$ cat config.mk
export PLATFORM = sky130hd
export DESIGN_NAME = lc3Core
export DESIGN_NICKNAME = d
export VERILOG_FILES = /design/src/hw/lc3CtrlPkg.sv /design/src/hw/lc3IsaPkg.sv /design/src/hw/lc3Control.sv /design/src/hw/lc3Core.sv /design/src/hw/lc3Datapath.sv /design/src/hw/lc3RegFile.sv
export SDC_FILE = /design/constraint.sdc
export NUM_CORES = 1
export LEC_CHECK = 0
export BUFFER_PORTS_ARGS = -buffer_cell sky130_fd_sc_hd__clkbuf_2
export CELL_PAD_IN_SITES_DETAIL_PLACEMENT = 0
export CELL_PAD_IN_SITES_GLOBAL_PLACEMENT = 1
export CORE_MARGIN = 2
export CORE_UTILIZATION = 55
export CTS_BUF_LIST = sky130_fd_sc_hd__clkbuf_4
export DETAILED_ROUTE_END_ITERATION = 10
export GPL_TIMING_DRIVEN = 1
export PLACE_DENSITY_LB_ADDON = 0.05
export SLEW_MARGIN = 10
export SYNTH_ARGS = -nofsm -noshare
export SYNTH_HDL_FRONTEND = slang
export SYNTH_SLANG_ARGS = --single-unit
$ cat constraint.sdc
create_clock -name Clk -period 15.33 [get_ports Clk]
set_input_delay 1.533 -clock Clk [delete_from_list [all_inputs] [get_ports Clk]]
set_output_delay 1.533 -clock Clk [all_outputs]
set_load 0.05 [all_outputs]
$ cat src/hw/lc3CtrlPkg.sv
/*
 * Control encodings shared by the control FSM and the datapath.
 * ALU function, PC input source and second address-adder operand.
 */
package lc3CtrlPkg;

	// ------------------------------------------------------------------
	// ALU function, driven on aluK
	// ------------------------------------------------------------------
	typedef enum logic [1:0] {
		AluAdd   = 2'b00,
		AluAnd   = 2'b01,
		AluNot   = 2'b10,
		AluPassA = 2'b11	// SR1 straight through, used by STR and JMP
	} aluOp_e;

	// ------------------------------------------------------------------
	// PC input mux
	// ------------------------------------------------------------------
	typedef enum logic [1:0] {
		PcPlusOne = 2'b00,	// Sequential fetch
		PcBus     = 2'b01,	// JMP target off the bus
		PcAdder   = 2'b10	// Branch and JSR targets
	} pcSel_e;

	// ------------------------------------------------------------------
	// Second operand of the address adder
	// ------------------------------------------------------------------
	typedef enum logic [1:0] {
		Addr2Zero     = 2'b00,
		Addr2Offset6  = 2'b01,
		Addr2Offset9  = 2'b10,
		Addr2Offset11 = 2'b11
	} addr2Sel_e;

endpackage

$ cat src/hw/lc3IsaPkg.sv
/*
 * Instruction-set definitions for the LC-3 style core.
 * Holds the opcode names that control decodes and the union that reads
 * one instruction word in its operate form and its offset form.
 */
package lc3IsaPkg;

	// ------------------------------------------------------------------
	// Opcodes handled by the core, everything else halts
	// ------------------------------------------------------------------
	typedef enum logic [3:0] {
		OpBr    = 4'b0000,	// Conditional branch
		OpAdd   = 4'b0001,
		OpJsr   = 4'b0100,	// PC-relative form only
		OpAnd   = 4'b0101,
		OpLdr   = 4'b0110,	// Base plus offset6 load
		OpStr   = 4'b0111,	// Base plus offset6 store
		OpNot   = 4'b1001,
		OpJmp   = 4'b1100,
		OpPause = 4'b1101	// Show IR[11:0] on LEDs, wait for Continue
	} opcode_e;

	// ------------------------------------------------------------------
	// One 16-bit instruction word, read two ways
	// ------------------------------------------------------------------
	typedef union packed {
		struct packed {
			opcode_e    opcode;
			logic [2:0] dr;	// IR[11:9]
			logic [2:0] sr1;	// IR[8:6]
			logic       immFlag;	// IR[5], picks imm5 over sr2
			union packed {
				logic [4:0] imm5;
				struct packed {
					logic [1:0] pad;	// IR[4:3], zero in register form
					logic [2:0] sr2;
				} regForm;
			} src2;
		} op;	// ADD, AND, NOT
		struct packed {
			opcode_e opcode;
			union packed {
				struct packed {
					logic [2:0] drNzp;	// DR for LDR, SR for STR
					logic [2:0] baseR;
					logic [5:0] offset6;
				} base;
				struct packed {
					logic [2:0] nzp;	// Branch condition mask
					logic [8:0] offset9;
				} pcRel9;
				struct packed {
					logic        jsrFlag;	// IR[11], set for the PC-relative JSR
					logic [10:0] offset11;
				} pcRel11;
			} f;
		} ofs;	// BR, JSR, JMP, LDR, STR
	} instr_u;

endpackage

$ cat src/hw/lc3Control.sv
/*
 * Multi-cycle control FSM of the core.
 * Sequences fetch, decode and execute and drives every load enable, bus
 * gate, mux select and SRAM strobe of the datapath.
 */
module lc3Control
	import lc3IsaPkg::*, lc3CtrlPkg::*;
(
	input  logic      Clk,
	input  logic      rst,
	input  logic      Run,
	input  logic      Continue,
	input  opcode_e   opcode,
	input  logic      ir5,
	input  logic      ben,
	output logic      ldMar,
	output logic      ldMdr,
	output logic      ldIr,
	output logic      ldBen,
	output logic      ldCc,
	output logic      ldReg,
	output logic      ldPc,
	output logic      ldLed,
	output logic      gatePc,
	output logic      gateMdr,
	output logic      gateAlu,
	output logic      gateMarMux,
	output pcSel_e    pcMux,
	output logic      drMux,
	output logic      sr1Mux,
	output logic      sr2Mux,
	output logic      addr1Mux,
	output addr2Sel_e addr2Mux,
	output aluOp_e    aluK,
	output logic      memOeN,
	output logic      memWeN,
	output logic      halted
);

	typedef enum logic [4:0] {
		stHalted, stFetchMar, stFetchRd1, stFetchRd2, stFetchIr, stDecode,
		stAdd, stAnd, stNot, stBrTest, stBrTaken, stJmp, stJsrLink, stJsrJump,
		stLdrAddr, stLdrRd1, stLdrRd2, stLdrWb,
		stStrAddr, stStrData, stStrWr1, stStrWr2,
		stPause1, stPause2
	} state_e;

	state_e state;
	state_e nextState;

	always_ff @(posedge Clk)
	begin
		if (rst)
			state <= stHalted;
		else
			state <= nextState;
	end

	// ------------------------------------------------------------------
	// Next state
	// ------------------------------------------------------------------
	always_comb
	begin
		nextState = state;	// Hold by default
		case (state)
			stHalted:   if (Run) nextState = stFetchMar;
			stFetchMar: nextState = stFetchRd1;
			stFetchRd1: nextState = stFetchRd2;	// Two read states, fixed SRAM latency
			stFetchRd2: nextState = stFetchIr;
			stFetchIr:  nextState = stDecode;
			stDecode:
				case (opcode)
					OpAdd:   nextState = stAdd;
					OpAnd:   nextState = stAnd;
					OpNot:   nextState = stNot;
					OpBr:    nextState = stBrTest;
					OpJmp:   nextState = stJmp;
					OpJsr:   nextState = stJsrLink;
					OpLdr:   nextState = stLdrAddr;
					OpStr:   nextState = stStrAddr;
					OpPause: nextState = stPause1;
					default: nextState = stHalted;	// Illegal opcode stops the core
				endcase
			stBrTest:   nextState = ben ? stBrTaken : stFetchMar;
			stJsrLink:  nextState = stJsrJump;
			stLdrAddr:  nextState = stLdrRd1;
			stLdrRd1:   nextState = stLdrRd2;
			stLdrRd2:   nextState = stLdrWb;
			stStrAddr:  nextState = stStrData;
			stStrData:  nextState = stStrWr1;
			stStrWr1:   nextState = stStrWr2;
			stPause1:   if (Continue) nextState = stPause2;	// Wait for press
			stPause2:   if (!Continue) nextState = stFetchMar;	// Then release
			stAdd, stAnd, stNot, stBrTaken, stJmp, stJsrJump, stLdrWb, stStrWr2:
				nextState = stFetchMar;
			default:    nextState = stHalted;
		endcase
	end

	// ------------------------------------------------------------------
	// Output decode, defaults first
	// ------------------------------------------------------------------
	always_comb
	begin
		ldMar = 1'b0;
		ldMdr = 1'b0;
		ldIr = 1'b0;
		ldBen = 1'b0;
		ldCc = 1'b0;
		ldReg = 1'b0;
		ldPc = 1'b0;
		ldLed = 1'b0;
		gatePc = 1'b0;
		gateMdr = 1'b0;
		gateAlu = 1'b0;
		gateMarMux = 1'b0;
		pcMux = PcPlusOne;
		drMux = 1'b0;	// IR[11:9]
		sr1Mux = 1'b0;	// IR[11:9]
		sr2Mux = 1'b0;	// SR2 register
		addr1Mux = 1'b0;	// PC
		addr2Mux = Addr2Zero;
		aluK = AluAdd;
		memOeN = 1'b1;
		memWeN = 1'b1;

		case (state)
			stFetchMar:
			begin
				gatePc = 1'b1;	// MAR <- PC
				ldMar = 1'b1;
				ldPc = 1'b1;	// PC <- PC + 1
			end
			stFetchRd1, stLdrRd1:
				memOeN = 1'b0;
			stFetchRd2, stLdrRd2:
			begin
				memOeN = 1'b0;
				ldMdr = 1'b1;	// MDR <- M[MAR]
			end
			stFetchIr:
			begin
				gateMdr = 1'b1;
				ldIr = 1'b1;
			end
			stDecode:
				ldBen = 1'b1;
			stAdd, stAnd, stNot:
			begin
				sr1Mux = 1'b1;	// IR[8:6]
				sr2Mux = ir5;	// Immediate form
				gateAlu = 1'b1;
				ldReg = 1'b1;
				ldCc = 1'b1;
				if (state == stAnd)
					aluK = AluAnd;
				else if (state == stNot)
					aluK = AluNot;
			end
			stBrTaken:
			begin
				addr2Mux = Addr2Offset9;	// PC + off9
				pcMux = PcAdder;
				ldPc = 1'b1;
			end
			stJmp:
			begin
				sr1Mux = 1'b1;	// BaseR
				aluK = AluPassA;
				gateAlu = 1'b1;
				pcMux = PcBus;
				ldPc = 1'b1;
			end
			stJsrLink:
			begin
				gatePc = 1'b1;	// R7 <- PC
				drMux = 1'b1;
				ldReg = 1'b1;
			end
			stJsrJump:
			begin
				addr2Mux = Addr2Offset11;	// PC + off11
				pcMux = PcAdder;
				ldPc = 1'b1;
			end
			stLdrAddr, stStrAddr:
			begin
				sr1Mux = 1'b1;	// MAR <- BaseR + off6
				addr1Mux = 1'b1;
				addr2Mux = Addr2Offset6;
				gateMarMux = 1'b1;
				ldMar = 1'b1;
			end
			stLdrWb:
			begin
				gateMdr = 1'b1;	// DR <- MDR, set CC
				ldReg = 1'b1;
				ldCc = 1'b1;
			end
			stStrData:
			begin
				aluK = AluPassA;	// MDR <- SR through the ALU
				gateAlu = 1'b1;
				ldMdr = 1'b1;
			end
			stStrWr1, stStrWr2:
				memWeN = 1'b0;
			stPause1, stPause2:
				ldLed = 1'b1;
			default: ;
		endcase
	end

	assign halted = (state == stHalted);

endmodule

$ cat src/hw/lc3Core.sv
/*
 * Top level of the LC-3 style core. Joins the control FSM and the
 * datapath. The SRAM sits outside on memAddr, memWrData and memRdData.
 */
module lc3Core
	import lc3IsaPkg::*, lc3CtrlPkg::*;
#(
	parameter logic [15:0] ResetPc = 16'h0000
)
(
	input  logic        Clk,
	input  logic        rst,
	input  logic        Run,
	input  logic        Continue,
	input  logic [15:0] memRdData,
	output logic [15:0] memAddr,
	output logic [15:0] memWrData,
	output logic        memOeN,	// Active low read enable
	output logic        memWeN,	// Active low write enable
	output logic [11:0] led,
	output logic        halted
);

	logic      ldMar, ldMdr, ldIr, ldBen, ldCc, ldReg, ldPc, ldLed;
	logic      gatePc, gateMdr, gateAlu, gateMarMux;
	logic      drMux, sr1Mux, sr2Mux, addr1Mux;
	pcSel_e    pcMux;
	addr2Sel_e addr2Mux;
	aluOp_e    aluK;
	opcode_e   opcode;
	logic      ir5;
	logic      ben;

	lc3Control control (
		.Clk(Clk), .rst(rst), .Run(Run), .Continue(Continue),
		.opcode(opcode), .ir5(ir5), .ben(ben),
		.ldMar(ldMar), .ldMdr(ldMdr), .ldIr(ldIr), .ldBen(ldBen),
		.ldCc(ldCc), .ldReg(ldReg), .ldPc(ldPc), .ldLed(ldLed),
		.gatePc(gatePc), .gateMdr(gateMdr), .gateAlu(gateAlu), .gateMarMux(gateMarMux),
		.pcMux(pcMux), .drMux(drMux), .sr1Mux(sr1Mux), .sr2Mux(sr2Mux),
		.addr1Mux(addr1Mux), .addr2Mux(addr2Mux), .aluK(aluK),
		.memOeN(memOeN), .memWeN(memWeN), .halted(halted)
	);

	lc3Datapath #(.ResetPc(ResetPc)) datapath (
		.Clk(Clk), .rst(rst),
		.ldMar(ldMar), .ldMdr(ldMdr), .ldIr(ldIr), .ldBen(ldBen),
		.ldCc(ldCc), .ldReg(ldReg), .ldPc(ldPc), .ldLed(ldLed),
		.gatePc(gatePc), .gateMdr(gateMdr), .gateAlu(gateAlu), .gateMarMux(gateMarMux),
		.pcMux(pcMux), .drMux(drMux), .sr1Mux(sr1Mux), .sr2Mux(sr2Mux),
		.addr1Mux(addr1Mux), .addr2Mux(addr2Mux), .aluK(aluK),
		.memOeN(memOeN), .memRdData(memRdData),
		.memAddr(memAddr), .memWrData(memWrData),
		.opcode(opcode), .ir5(ir5), .ben(ben), .led(led)
	);

endmodule

$ cat src/hw/lc3Datapath.sv
/*
 * Datapath of the core: PC, MAR, MDR, IR and LED registers, the ALU,
 * the address adder and the single internal bus. Driven by lc3Control.
 */
module lc3Datapath
	import lc3IsaPkg::*, lc3CtrlPkg::*;
#(
	parameter logic [15:0] ResetPc = 16'h0000
)
(
	input  logic        Clk,
	input  logic        rst,
	input  logic        ldMar,
	input  logic        ldMdr,
	input  logic        ldIr,
	input  logic        ldBen,
	input  logic        ldCc,
	input  logic        ldReg,
	input  logic        ldPc,
	input  logic        ldLed,
	input  logic        gatePc,
	input  logic        gateMdr,
	input  logic        gateAlu,
	input  logic        gateMarMux,
	input  pcSel_e      pcMux,
	input  logic        drMux,
	input  logic        sr1Mux,
	input  logic        sr2Mux,
	input  logic        addr1Mux,
	input  addr2Sel_e   addr2Mux,
	input  aluOp_e      aluK,
	input  logic        memOeN,
	input  logic [15:0] memRdData,
	output logic [15:0] memAddr,
	output logic [15:0] memWrData,
	output opcode_e     opcode,
	output logic        ir5,
	output logic        ben,
	output logic [11:0] led
);

	logic [15:0] pc;
	logic [15:0] mar;
	logic [15:0] mdr;
	instr_u      ir;
	logic [15:0] bus;
	logic [15:0] sr1Out;
	logic [15:0] sr2Out;
	logic [15:0] aluB;
	logic [15:0] aluOut;
	logic [15:0] addr1;
	logic [15:0] addr2;
	logic [15:0] adderOut;
	logic [15:0] pcNext;
	logic [15:0] mdrIn;

	lc3RegFile regFile (
		.Clk    (Clk),
		.rst    (rst),
		.ldReg  (ldReg),
		.ldCc   (ldCc),
		.ldBen  (ldBen),
		.drMux  (drMux),
		.sr1Mux (sr1Mux),
		.instr  (ir),
		.busIn  (bus),
		.sr1Out (sr1Out),
		.sr2Out (sr2Out),
		.ben    (ben)
	);

	// ------------------------------------------------------------------
	// Bus, ALU and address adder
	// ------------------------------------------------------------------
	assign bus = ({16{gatePc}} & pc) | ({16{gateMdr}} & mdr) |
		({16{gateAlu}} & aluOut) | ({16{gateMarMux}} & adderOut);	// One gate at a time

	assign aluB = sr2Mux ? {{11{ir.op.src2.imm5[4]}}, ir.op.src2.imm5} : sr2Out;

	always_comb
	begin
		case (aluK)
			AluAdd:  aluOut = sr1Out + aluB;
			AluAnd:  aluOut = sr1Out & aluB;
			AluNot:  aluOut = ~sr1Out;
			default: aluOut = sr1Out;	// Pass A
		endcase
	end

	assign addr1 = addr1Mux ? sr1Out : pc;	// BaseR or PC

	always_comb
	begin
		case (addr2Mux)
			Addr2Offset6:  addr2 = {{10{ir.ofs.f.base.offset6[5]}}, ir.ofs.f.base.offset6};
			Addr2Offset9:  addr2 = {{7{ir.ofs.f.pcRel9.offset9[8]}}, ir.ofs.f.pcRel9.offset9};
			Addr2Offset11: addr2 = {{5{ir.ofs.f.pcRel11.offset11[10]}},
				ir.ofs.f.pcRel11.offset11};
			default:       addr2 = 16'h0000;
		endcase
	end

	assign adderOut = addr1 + addr2;

	always_comb
	begin
		case (pcMux)
			PcBus:   pcNext = bus;
			PcAdder: pcNext = adderOut;
			default: pcNext = pc + 16'd1;
		endcase
	end

	assign mdrIn = memOeN ? bus : memRdData;	// SRAM only during read states

	// ------------------------------------------------------------------
	// Registers
	// ------------------------------------------------------------------
	always_ff @(posedge Clk)
	begin
		if (rst)
		begin
			pc  <= ResetPc;
			led <= 12'h000;
		end
		else
		begin
			if (ldPc)
				pc <= pcNext;
			if (ldLed)
				led <= ir[11:0];	// Pause code
		end
	end

	always_ff @(posedge Clk)
	begin
		if (ldMar)
			mar <= bus;
		if (ldMdr)
			mdr <= mdrIn;
		if (ldIr)
			ir <= bus;
	end

	assign memAddr   = mar;
	assign memWrData = mdr;
	assign opcode    = ir.op.opcode;
	assign ir5       = ir.op.immFlag;

endmodule

$ cat src/hw/lc3RegFile.sv
/*
 * Eight general registers with NZP condition codes and branch enable.
 * Register numbers are decoded here from the IR word the datapath passes in.
 */
module lc3RegFile
	import lc3IsaPkg::*;
(
	input  logic        Clk,
	input  logic        rst,
	input  logic        ldReg,
	input  logic        ldCc,
	input  logic        ldBen,
	input  logic        drMux,
	input  logic        sr1Mux,
	input  instr_u      instr,
	input  logic [15:0] busIn,
	output logic [15:0] sr1Out,
	output logic [15:0] sr2Out,
	output logic        ben
);

	logic [15:0] regs [8];
	logic [2:0]  drSel;
	logic [2:0]  sr1Sel;
	logic [2:0]  nzp;	// Condition codes, N in bit 2

	assign drSel  = drMux ? 3'd7 : instr.op.dr;	// R7 link for JSR
	assign sr1Sel = sr1Mux ? instr.op.sr1 : instr.op.dr;

	assign sr1Out = regs[sr1Sel];
	assign sr2Out = regs[instr.op.src2.regForm.sr2];

	always_ff @(posedge Clk)
	begin
		if (ldReg)
			regs[drSel] <= busIn;
	end

	// ------------------------------------------------------------------
	// Condition codes and branch enable
	// ------------------------------------------------------------------
	always_ff @(posedge Clk)
	begin
		if (rst)
		begin
			nzp <= 3'b000;
			ben <= 1'b0;
		end
		else
		begin
			if (ldCc)
			begin
				if (busIn[15])
					nzp <= 3'b100;	// Negative
				else if (busIn == 16'h0000)
					nzp <= 3'b010;
				else
					nzp <= 3'b001;
			end
			if (ldBen)
				ben <= |(instr.ofs.f.pcRel9.nzp & nzp);	// Any mask bit that matches
		end
	end

endmodule

==> results of run 1 <==
[where the power goes]
group | switching, µW | internal [µW]
registers | 5.47 | 648
logic | 68.5 | 31.5
clock network | 263 | 250
[sequential cells by signal, indices dropped and copies added (netlist names), named ones only]
name,flops
datapath.ir,16
datapath.pc,16
datapath.led,12
datapath.regFile.ben,1
datapath.regFile.regs,128
datapath.memAddr,16
datapath.regFile.nzp,3
datapath.memWrData,16
control.state,5
[placed cells by master, fill, tap and decap left out, types with 21 or more instances in the layout]
| cell type | instances |
|---|---|
| and3_1 | 30 |
| inv_1 | 34 |
| a211oi_1 | 21 |
| ha_1 | 34 |
| nor2_1 | 68 |
| a21o_1 | 27 |
| edfxtp_1 | 176 |
| a21oi_1 | 90 |
| mux4_2 | 36 |
| clkbuf_2 | 66 |
| nand3_1 | 21 |
| nand2_1 | 144 |
| clkinv_1 | 22 |
| mux2i_1 | 26 |
| buf_4 | 37 |
| clkbuf_4 | 81 |
| nor2b_1 | 25 |
| dfxtp_1 | 44 |
| o21ai_0 | 60 |
[cell usage after synthesis (all sizes together) (22+ instances only)]
library cell / n / area (µm²)
inv: 35 / 131
a21o: 27 / 203
ha: 34 / 425
a2111oi: 22 / 196
a21oi: 91 / 455
edfxtp: 176 / 5290
buf: 29 / 176
mux2i: 27 / 274
nor2: 68 / 255
nand3: 22 / 123
a211oi: 24 / 198
dfxtp: 45 / 901
nor2b: 25 / 156
clkbuf: 46 / 173
mux4: 36 / 811
nand2: 147 / 559
and3: 30 / 188
o21ai: 67 / 335
[per-layer routing]
metal	part of all wire [%]	GRT usage (%)	vias to the layer above
li1	-	-	4995
met1	41	46.1	5374
met2	46	50.6	550
met3	9.4	6.50	104
met4	3.9	13.1	0
met5	0	0	-
[per-stage QoR]
step / instances / hold slack (ns) / util [%] / instance area (µm²)
finish: 1684 / 0.453 / 62.3 / 14700
global route: 1684 / 0.466 / 62.3 / 14700
CTS: 1683 / 0.457 / 62.3 / 14700
detailed placement: 1574 / 0.448 / 59.1 / 13900
global placement: 1574 / 0.446 / 59.1 / 13900
floorplan: 1227 / 0.431 / - / 13200
[worst max-delay path: cells and delay by family (launching register included)]
| family | cells | cell delay [ns] |
|---|---|---|
| buf+inv | 2 | 0.43 |
| compound gates | 9 | 2.48 |
| simple gates | 10 | 3.57 |
| fa+ha+maj | 1 | 0.44 |
| flops | 1 | 0.31 |
[logic make-up after synthesis]
| kind of cell | after synthesis | synth area share [%] |
|---|---|---|
| DFF | 221 | 46.9 |
| and+or+nand+nor | 375 | 14.2 |
| buffers and inverters | 113 | 3.74 |
| adders and majority gates | 36 | 3.53 |
| muxes | 79 | 9.61 |
| AOI/OAI and AO/OA | 377 | 20.1 |
| xor gates and xnor gates | 26 | 1.87 |
[worst max-delay path by stage]
stage                                  startpoint                                   end  slack [ns]  depth (start not counted)
global placement    control.state[4]$_SDFFE_PP0P_  datapath.regFile.nzp[0]$_SDFFE_PP0P_        8.30                         22
detailed placement  control.state[4]$_SDFFE_PP0P_  datapath.regFile.nzp[0]$_SDFFE_PP0P_        8.04                         22
global route        control.state[4]$_SDFFE_PP0P_  datapath.regFile.nzp[0]$_SDFFE_PP0P_        7.42                         22
CTS                 control.state[4]$_SDFFE_PP0P_  datapath.regFile.nzp[0]$_SDFFE_PP0P_        8.02                         22
finish              control.state[4]$_SDFFE_PP0P_  datapath.regFile.nzp[0]$_SDFFE_PP0P_        7.98                         22
floorplan           control.state[0]$_SDFFE_PP0P_  datapath.regFile.nzp[0]$_SDFFE_PP0P_        9.83                         24
[cell type report]
cell class	instances	area [µm²]
antenna	1	2.50
clock buffer	81	608
clock inverter	28	134
fill	2067	8880
inverter	38	144
multi-input combinational	893	6580
sequential	221	6190
tap	319	399
timing repair buffer	103	608
==> results.ini, run 1 <==
[status]
status = finished clean

[power_and_ir_drop]
power.density_mw_per_mm2 = 86.4
irDropWorstVdd_v = 0.0000782
power_leakage_uw = 0.00555
power_uw = 1270

[timing]
final.min_clock_period_ns = 7.35
finalWorstSetupSlack_ns = 7.98
finalSetupTns_ns = 0
drv_slew = 0
finClkSkew_ns = 0.0536
setup_viol = 0
slew_headroom_pct = 25.1
post-route-period-util_pct = 48.0
worstMarginPinSlew_ns = 1.11
rsz0062_at_grt = false
clock.fmax_mhz = 136
hold_viol = 0

[critical_path]
cpMaxStageDelayCell = a211oi_2
worstSetupStartpointType = flip-flop
r2r-end = datapath.regFile.nzp[0]$_SDFFE_PP0P_
worst-path-max-fanout = 33
required_ns = 15.97
crit_arrival_ns = 7.99
rrSetupSlack_ns = 7.98
crit_type = flip-flop to flip-flop
worst_path_largest_cell_delay_ns = 0.85
endpoint_kind = flip-flop
path_cells = buf_4 -> nor2b_1 -> nand2_1 -> nand4_2 -> and2_1 -> a2111oi_0 -> or4_1 -> o21ai_0 -> inv_1 -> fa_1 -> nor2b_1 -> o21ai_0 -> a21o_1 -> a21boi_0 -> nor3_1 -> o31ai_1 -> a211oi_1 -> a211oi_2 -> or3_1 -> nor4_2 -> and3b_1 -> o41ai_2
r2r_start = control.state[4]$_SDFFE_PP0P_
r2r_cells = 22

[floorplanning]
die_h_um = 159
ioPinCount = 67
core_mm2 = 0.0235
die_area_mm2 = 0.0252
fp.dieW_um = 159
row_count = 56
start_util_pct = 56.0

[global_routing]
grt_usage_pct = 32.9
grt_overflow = 0
grt_max_degree = 43
antenna_found_initial = 6
grt_pass1_wl_um = 63500
grt_pass1_vias = 10600

[place]
dp_hpwl_um = 28700
post-place-ws_ns = 8.04
io_buffers = 66
place_congestion = 0.959

[synthesis]
async_reset_ff_share_pct = 0
ys_ff_latch = 221
synth_edf_count = 176
yosysUniqueCellTypes = 92
syn_inst = 1227
ys_seq_area_share_pct = 46.9
syn_nets = 1283
synth_warnings = 0
ys.flop_type = edfxtp_1
synth.avg_cell_area_um2 = 10.8
netlist_area_mm2 = 0.0132

[route]
vias = 11000
routed_via_density = 6.55
post_drt_wl_per_cell_um = 24.8
firstDrtPassIters = 5
drtAntennaViolNets = 0
drc = 0
wl_um = 41700
drtIter0Drc = 1194

[clocking]
htree_levels = 2
path_clk_slew_ns = 0.06
cts_setup_buffers = 0
cts_buffer_depth = 3
cts_tree = yes
numCtsBuffers = 58
clk_latency_ns = 0.75
cts_resized = 0
cts.sink_count = 221
cts.hold.buffers_added = 0
cts_root_buf = clkbuf_4

[cells_and_area]
fin_nets = 1371
area_growth_pct = 11.2
layout-drive-gt1-share_pct = 21.7

[worst_hold_path]
min_from = datapath.led[7]$_SDFFE_PP0P_
min_path_cells = 2
hold_class = flip-flop to flip-flop
min_to = datapath.led[7]$_SDFFE_PP0P_

[flow_run]
drv_cap = 0

Note: power is estimated with default switching activity, not from simulation.
==> run 2: changes to the inputs <==
- ABC_AREA: unset -> 1
- CORE_UTILIZATION: 55 -> 49
- clock period: 15.33 -> 7.7 ns (I/O delays scaled with it)
==> run 2 against run 1 <==
Clock power rose by 140%; flip-flop and latch count did not move; clock skew rose by 0.023 ns; first-iteration DRC count rose by 5.8%; hold slack got worse by 0.16 ns; global-route usage rose by 0.90 points; synthesized cell count rose by 34%; register-to-register slack got worse by 6.2 ns; combinational power rose to 4.1 times the previous value; critical path depth rose by 5; die area rose by 14%; critical endpoint unchanged; highest routed layer is now met5.
==> results.ini, run 2 <==
[cells_and_area]
final_common_cell = nand2_1
area_growth_pct = 11.5
finalNonFillerCells = 2124  ; +26%
largest_register_ffs = 128  ; unchanged
layout-drive-gt1-share_pct = 14.9  ; -6.8 points
final_cell_mix = nand2_1 (416), nand3_1 (182), edfxtp_1 (176), a21oi_1 (156), inv_1 (147)
largest-register = datapath.regFile.regs
fin_nets = 1789  ; +30%

[synthesis]
ys_seq_area_share_pct = 46.2  ; -0.71 points
synth_warnings = 0  ; unchanged
netlist.area_leader.share_pct = 39.4  ; -0.61 points
yosysUniqueCellTypes = 58  ; -37%
ys_ff_latch = 221  ; unchanged
syn_inst = 1649  ; +34%
synth.avg_cell_area_um2 = 8.12  ; -24%
syn_nets = 1705  ; +33%
synth_edf_count = 176  ; unchanged
ys_top_cells_by_area = edfxtp_1 (39%), nand2_1 (12%), nand3_1 (6.8%)
async_reset_ff_share_pct = 0  ; unchanged
synth_most_common_cell = nand2_1
synth_commonest_cells = nand2_1 (416), nand3_1 (182), edfxtp_1 (176)
netlist_area_mm2 = 0.0134  ; +1.5%
ys.flop_type = edfxtp_1
synth.largest_area_cell = edfxtp_1

[status]
status = finished clean

[timing]
final.min_clock_period_ns = 5.93  ; -1.42 ns
drv_slew = 0  ; unchanged
worstMarginPinSlew_ns = 1.02  ; -0.0903 ns
post-route-period-util_pct = 77.0  ; +29 points
setup_viol = 0  ; unchanged
finClkSkew_ns = 0.0767  ; +0.0231 ns
finalSetupTns_ns = 0  ; unchanged
slew_headroom_pct = 31.7  ; +6.6 points
rsz0062_at_grt = false
clock.fmax_mhz = 169  ; +24%
hold_viol = 0  ; unchanged

[clocking]
cts_resized = 0  ; unchanged
cts.hold.buffers_added = 0  ; unchanged
path_clk_slew_ns = 0.07  ; about the same
htree_levels = 2  ; unchanged
cts_setup_buffers = 0  ; unchanged
cts_root_buf = clkbuf_4
cts_buffer_depth = 3  ; unchanged
numCtsBuffers = 60  ; +3.4%
cts.sink_count = 221  ; unchanged
clk_latency_ns = 0.76  ; about the same
cts_tree = yes

[floorplanning]
die_area_mm2 = 0.0287  ; +14%
fp.dieW_um = 169  ; +6.6%
ioPinCount = 67  ; unchanged
start_util_pct = 49.9  ; -6.2 points
die_h_um = 169  ; +6.6%
row_count = 60  ; +7.1%
core_mm2 = 0.0269  ; +14%

[critical_path]
cp_num_buf_inv = 4  ; +2
required_ns = 8.33  ; -7.64 ns
endpoint_kind = flip-flop
worstSetupStartpointType = flip-flop
worst_path_largest_cell_delay_ns = 0.59  ; -0.26 ns
cpMostUsedCell = nand2_1
crit_type = flip-flop to flip-flop
crit_family = simple AND/OR/NAND/NOR gates
crit_arrival_ns = 6.56  ; -1.43 ns
cpMaxStageDelayCell = o31ai_1
worst-path-max-fanout = 51  ; +55%

[route]
drc = 0  ; unchanged
drtAntennaViolNets = 0  ; unchanged
drtIter0Drc = 1263  ; +5.8%
dr.max_layer_used = met5
vias = 12700  ; +15%
post_drt_wl_per_cell_um = 22.8  ; -7.8%
wl_um = 48500  ; +16%
wl_met2_um = 21500  ; +13%
wl_met1_um = 20000  ; +17%
routed-wl-met3_um = 4800  ; +22%
firstDrtPassIters = 6  ; +1
routed_via_density = 5.98  ; -8.6%

[global_routing]
grt_usage_pct = 33.8  ; +0.90 points
grt_pass1_wl_um = 72000  ; +13%
grt_overflow = 0  ; unchanged
antenna_found_initial = 2  ; -4
grt_max_degree = 65  ; +51%
grt_pass1_vias = 12100  ; +14%

[place]
io_buffers = 66  ; unchanged
dpl.cell_count = 2012  ; +28%
dp_hpwl_um = 33200  ; +15%
place_congestion = 0.947  ; -1.2%

[worst_hold_path]
hold_class = input pin to flip-flop

[flow_run]
drv_cap = 0  ; unchanged

[power_and_ir_drop]
power.density_mw_per_mm2 = 202  ; +130%
irDropWorstVdd_v = 0.000194  ; +150%
power_leakage_uw = 0.00635  ; +14%

run 2: cell types whose count changed after synthesis, sizes merged, moves of 30 or more:
cell,change
a21oi,+71
and3,-30
inv,+123
mux4,-36
nand2,+281
nand3,+170
o21ai,+47
run 2: report_power, final:
part	switching (µW)	internal (µW)	leakage (µW)
Sequential	25.7	1330	0.00195
Combinational	301	108	0.00386
Clock	544	705	0.000536
Total	870	2140	0.00635
run 2: stage by stage:
stage               area, µm²  util, %  power [µW]  hold WS, ns  worst slack [ns]
finish                  14900     55.6        3010        0.292              1.77
global route            14900     55.6        3130        0.302              1.27
CTS                     14900     55.6        3020        0.266              1.89
detailed placement      14000     52.2        1780        0.466              1.91
global placement        14000     52.2        1780        0.460              1.96
floorplan               13400        -        1650        0.438              3.31
run 2: worst reg2reg max path, delay by kind of cell, from the launching register on:
| kind | cells | cell delay (ns) |
|---|---|---|
| xor+xnor | 1 | 0.19 |
| simple gates | 14 | 2.39 |
| buf+inv | 4 | 0.72 |
| compound gates | 6 | 1.32 |
| flops | 1 | 0.50 |
| fa+ha+maj | 2 | 0.69 |
run 2: final cells by class:
type	instances	area, µm²
clock inverter	22	236
inverter	162	613
fill	2571	11900
antenna	1	2.50
sequential	221	6190
tap	341	427
timing repair buffer	94	541
multi-input combinational	1194	6270
clock buffer	89	668
run 2: cell families after synthesis:
logic type	count (synthesis)	synth area share (%)
AND/OR/NAND/NOR	757	24.6
AO/OA/AOI/OAI	379	17.0
buffers and inverters	234	7.37
flip-flops	221	46.2
adder cells (fa/ha/maj)	36	3.47
XOR/XNOR	22	1.44
run 2: path summary, 6_finish.rpt:
kind / slack (ns) / to / cells after the start / from
max: 1.77 / datapath.regFile.nzp[0]$_SDFFE_PP0P_ / 27 / control.state[1]$_SDFFE_PP0P_
min: 0.29 / datapath.memWrData[14]$_DFFE_PP_ / 3 / memRdData[14]
min reg2reg: 0.47 / datapath.regFile.nzp[0]$_SDFFE_PP0P_ / 2 / datapath.regFile.nzp[0]$_SDFFE_PP0P_
max reg2reg: 1.77 / datapath.regFile.nzp[0]$_SDFFE_PP0P_ / 27 / control.state[1]$_SDFFE_PP0P_
run 2: routing by layer:
layer	vias up	global-route usage, %
li1	5949	-
met1	5929	45.1
met2	687	52.0
met3	140	8.35
met4	2	15.3
met5	-	0
==> run 3: changes to the inputs <==
- ABC_AREA: 1 -> 0
- CORE_UTILIZATION: 49 -> 46
- clock period: 7.7 -> 4.95 ns (I/O delays scaled with it)
==> run 3 against run 2 <==
Setup slack worse by 2.2 ns; the flow now finishes with violations (negative setup slack); power is 33% higher; largest cell class unchanged; critical path type unchanged; sequential power is 50% higher; final cell count is 4.9% lower.
==> results.ini, run 3 (synthesized netlist as in run 1, its figures left out) <==
[place]
post-place-ws_ns = -0.737  ; -2.65 ns
placed_area_mm2 = 0.0158  ; +12%
dp_hpwl_um = 34500  ; +4.0%
io_buffers = 66  ; unchanged
place_congestion = 0.931  ; -1.8%

[cells_and_area]
final_cell_mix = buf_4 (266), edfxtp_1 (176), nand2_1 (137), clkbuf_4 (83), a21oi_1 (81)
area_growth_pct = 34.8
largest-register = datapath.regFile.regs
final_common_cell = buf_4
fin_nets = 1638  ; -8.4%
stdcell_area_mm2 = 0.0178  ; +19%
layout-drive-gt1-share_pct = 41.3  ; +26 points
largest_register_ffs = 128  ; unchanged

[critical_path]
r2r-end = datapath.regFile.nzp[0]$_SDFFE_PP0P_
crit_type = flip-flop to flip-flop
r2r_cells = 24  ; -11%
worst-path-max-fanout = 5  ; -90%
cpMaxStageDelayCell = or4_4
worst_path_largest_cell_delay_ns = 0.56  ; -0.03 ns
rrSetupSlack_ns = -0.39  ; -2.16 ns
crit_arrival_ns = 5.90  ; -0.66 ns
path_cells = buf_6 -> nor3b_4 -> and2_4 -> o31ai_4 -> and2_4 -> buf_6 -> buf_6 -> buf_4 -> a221o_1 -> o221a_4 -> mux2_4 -> ha_4 -> a2111oi_4 -> o21ai_2 -> nand2_2 -> nor2_2 -> nor2_2 -> xnor2_1 -> a222oi_1 -> o221ai_2 -> or4_4 -> nor4b_4 -> and3b_1 -> o41ai_2
required_ns = 5.51  ; -2.82 ns
r2r_start = control.state[2]$_SDFFE_PP0P_
worstSetupStartpointType = flip-flop
cpMostUsedCell = buf_6
endpoint_kind = flip-flop

[clocking]
cts_root_buf = clkbuf_4
cts_buffer_depth = 3  ; unchanged
cts_tree = yes
htree_levels = 2  ; unchanged
path_clk_slew_ns = 0.07  ; about the same
clk_latency_ns = 0.73  ; -0.03 ns
numCtsBuffers = 58  ; -3.3%
cts.sink_count = 221  ; unchanged

[power_and_ir_drop]
power_leakage_uw = 0.00711  ; +12%
power.density_mw_per_mm2 = 225  ; +12%
irDropWorstVdd_v = 0.000188  ; -3.1%
power_uw = 4010  ; +33%

[floorplanning]
core_mm2 = 0.0285  ; +5.9%
ioPinCount = 67  ; unchanged
fp.dieW_um = 173  ; +2.4%
die_h_um = 173  ; +2.4%
die_area_mm2 = 0.0301  ; +4.8%
row_count = 62  ; +3.3%
start_util_pct = 46.3  ; -3.5 points

[timing]
drv_slew = 0  ; unchanged
final.min_clock_period_ns = 5.34  ; -0.591 ns
rsz0062_at_grt = true
finalSetupTns_ns = -5.38  ; -5.38 ns
finalWorstSetupSlack_ns = -0.388  ; -2.16 ns
hold_viol = 0  ; unchanged
setup_viol = 42  ; +42
slew_headroom_pct = 26.3  ; -5.4 points
clock.fmax_mhz = 187  ; +11%
worstMarginPinSlew_ns = 1.10  ; +0.0792 ns
finClkSkew_ns = 0.0508  ; -0.0259 ns
holdWs_ns = 0.0413  ; -0.250 ns
post-route-period-util_pct = 108  ; +31 points

[route]
drc = 0  ; unchanged
wl_met2_um = 22200  ; +3.2%
drtIter0Drc = 1286  ; +1.8%
post_drt_wl_per_cell_um = 24.0  ; +5.0%
drtAntennaViolNets = 0  ; unchanged
routed-wl-met3_um = 4070  ; -15%
dr.max_layer_used = met4
wl_met1_um = 20800  ; +3.8%
firstDrtPassIters = 6  ; unchanged
routed_via_density = 6.07  ; +1.5%
vias = 12300  ; -3.5%
wl_um = 48400  ; -0.20%

[global_routing]
grt_max_degree = 29  ; -55%
grt_usage_pct = 31.4  ; -2.4 points
grt_pass1_wl_um = 70700  ; -1.8%
grt_overflow = 0  ; unchanged
antenna_found_initial = 7  ; +5
grt_pass1_vias = 11800  ; -1.8%

[flow_run]
drv_cap = 0  ; unchanged

[status]
violations = negative setup slack
status = finished with violations

[worst_hold_path]
min_from = memRdData[2]
min_to = datapath.memWrData[2]$_DFFE_PP_
min_path_cells = 2  ; -1
hold_class = input pin to flip-flop

-- run 3: critical path, delay by kind of cell, from the launching register on --
| kind | cells | cell delay [ns] |
|---|---|---|
| simple gates | 9 | 1.99 |
| compound gates | 8 | 1.80 |
| buf+inv | 4 | 0.47 |
| flops | 1 | 0.37 |
| mux | 1 | 0.28 |
| fa+ha+maj | 1 | 0.17 |
| xor+xnor | 1 | 0.12 |
-- run 3: report_power, final --
| group | internal (µW) | switching, µW | total [µW] |
|---|---|---|---|
| Sequential | 2010 | 16.8 | 2020 |
| Clock | 784 | 808 | 1590 |
| Combinational | 153 | 238 | 391 |
-- run 3: timing repair --
item                       4_1_cts  5_1_grt
gates cloned                     1        1
hold buffers                     0        1
hold endpoints to repair         0        1
setup endpoints to repair      138      124
resized for setup              102       81
buffers inserted                49       21
pin swaps                       42       49
-- run 3: stage by stage --
stage | instances | utilization, %
5_1_grt | 2018 | 62.5
3_5_place_dp | 1841 | 55.3
3_3_place_gp | 1841 | 55.3
2_1_floorplan | 1227 | -
6_report | 2019 | 62.5
4_1_cts | 1998 | 60.7
-- run 3: how the worst max path moves through the flow --
stage	endpoint	slack, ns	start
floorplan	datapath.regFile.nzp[0]$_SDFFE_PP0P_	-0.23	control.state[3]$_SDFFE_PP0P_
global placement	datapath.regFile.nzp[2]$_SDFFE_PP0P_	-0.68	control.state[1]$_SDFFE_PP0P_
detailed placement	datapath.regFile.nzp[0]$_SDFFE_PP0P_	-0.74	control.state[1]$_SDFFE_PP0P_
CTS	datapath.regFile.nzp[0]$_SDFFE_PP0P_	-0.37	control.state[1]$_SDFFE_PP0P_
global route	datapath.regFile.nzp[0]$_SDFFE_PP0P_	-0.67	control.state[2]$_SDFFE_PP0P_
finish	datapath.regFile.nzp[0]$_SDFFE_PP0P_	-0.39	control.state[2]$_SDFFE_PP0P_
-- run 3: layer usage --
| metal | GRT usage [%] | vias up |
|---|---|---|
| li1 | - | 5522 |
| met2 | 49.5 | 525 |
| met1 | 43.8 | 6112 |
| met5 | 0 | - |
| met4 | 9.92 | 0 |
| met3 | 6.07 | 101 |
-- run 3: final cells by class --
type / instances / area, µm²
Fill cell: 2483 / 10700
Antenna cell: 4 / 10.0
Sequential cell: 221 / 6200
Tap cell: 384 / 480
Multi-Input combinational cell: 893 / 7290
Timing Repair Buffer: 370 / 2910
Inverter: 38 / 149
Clock buffer: 83 / 623
Clock inverter: 26 / 123
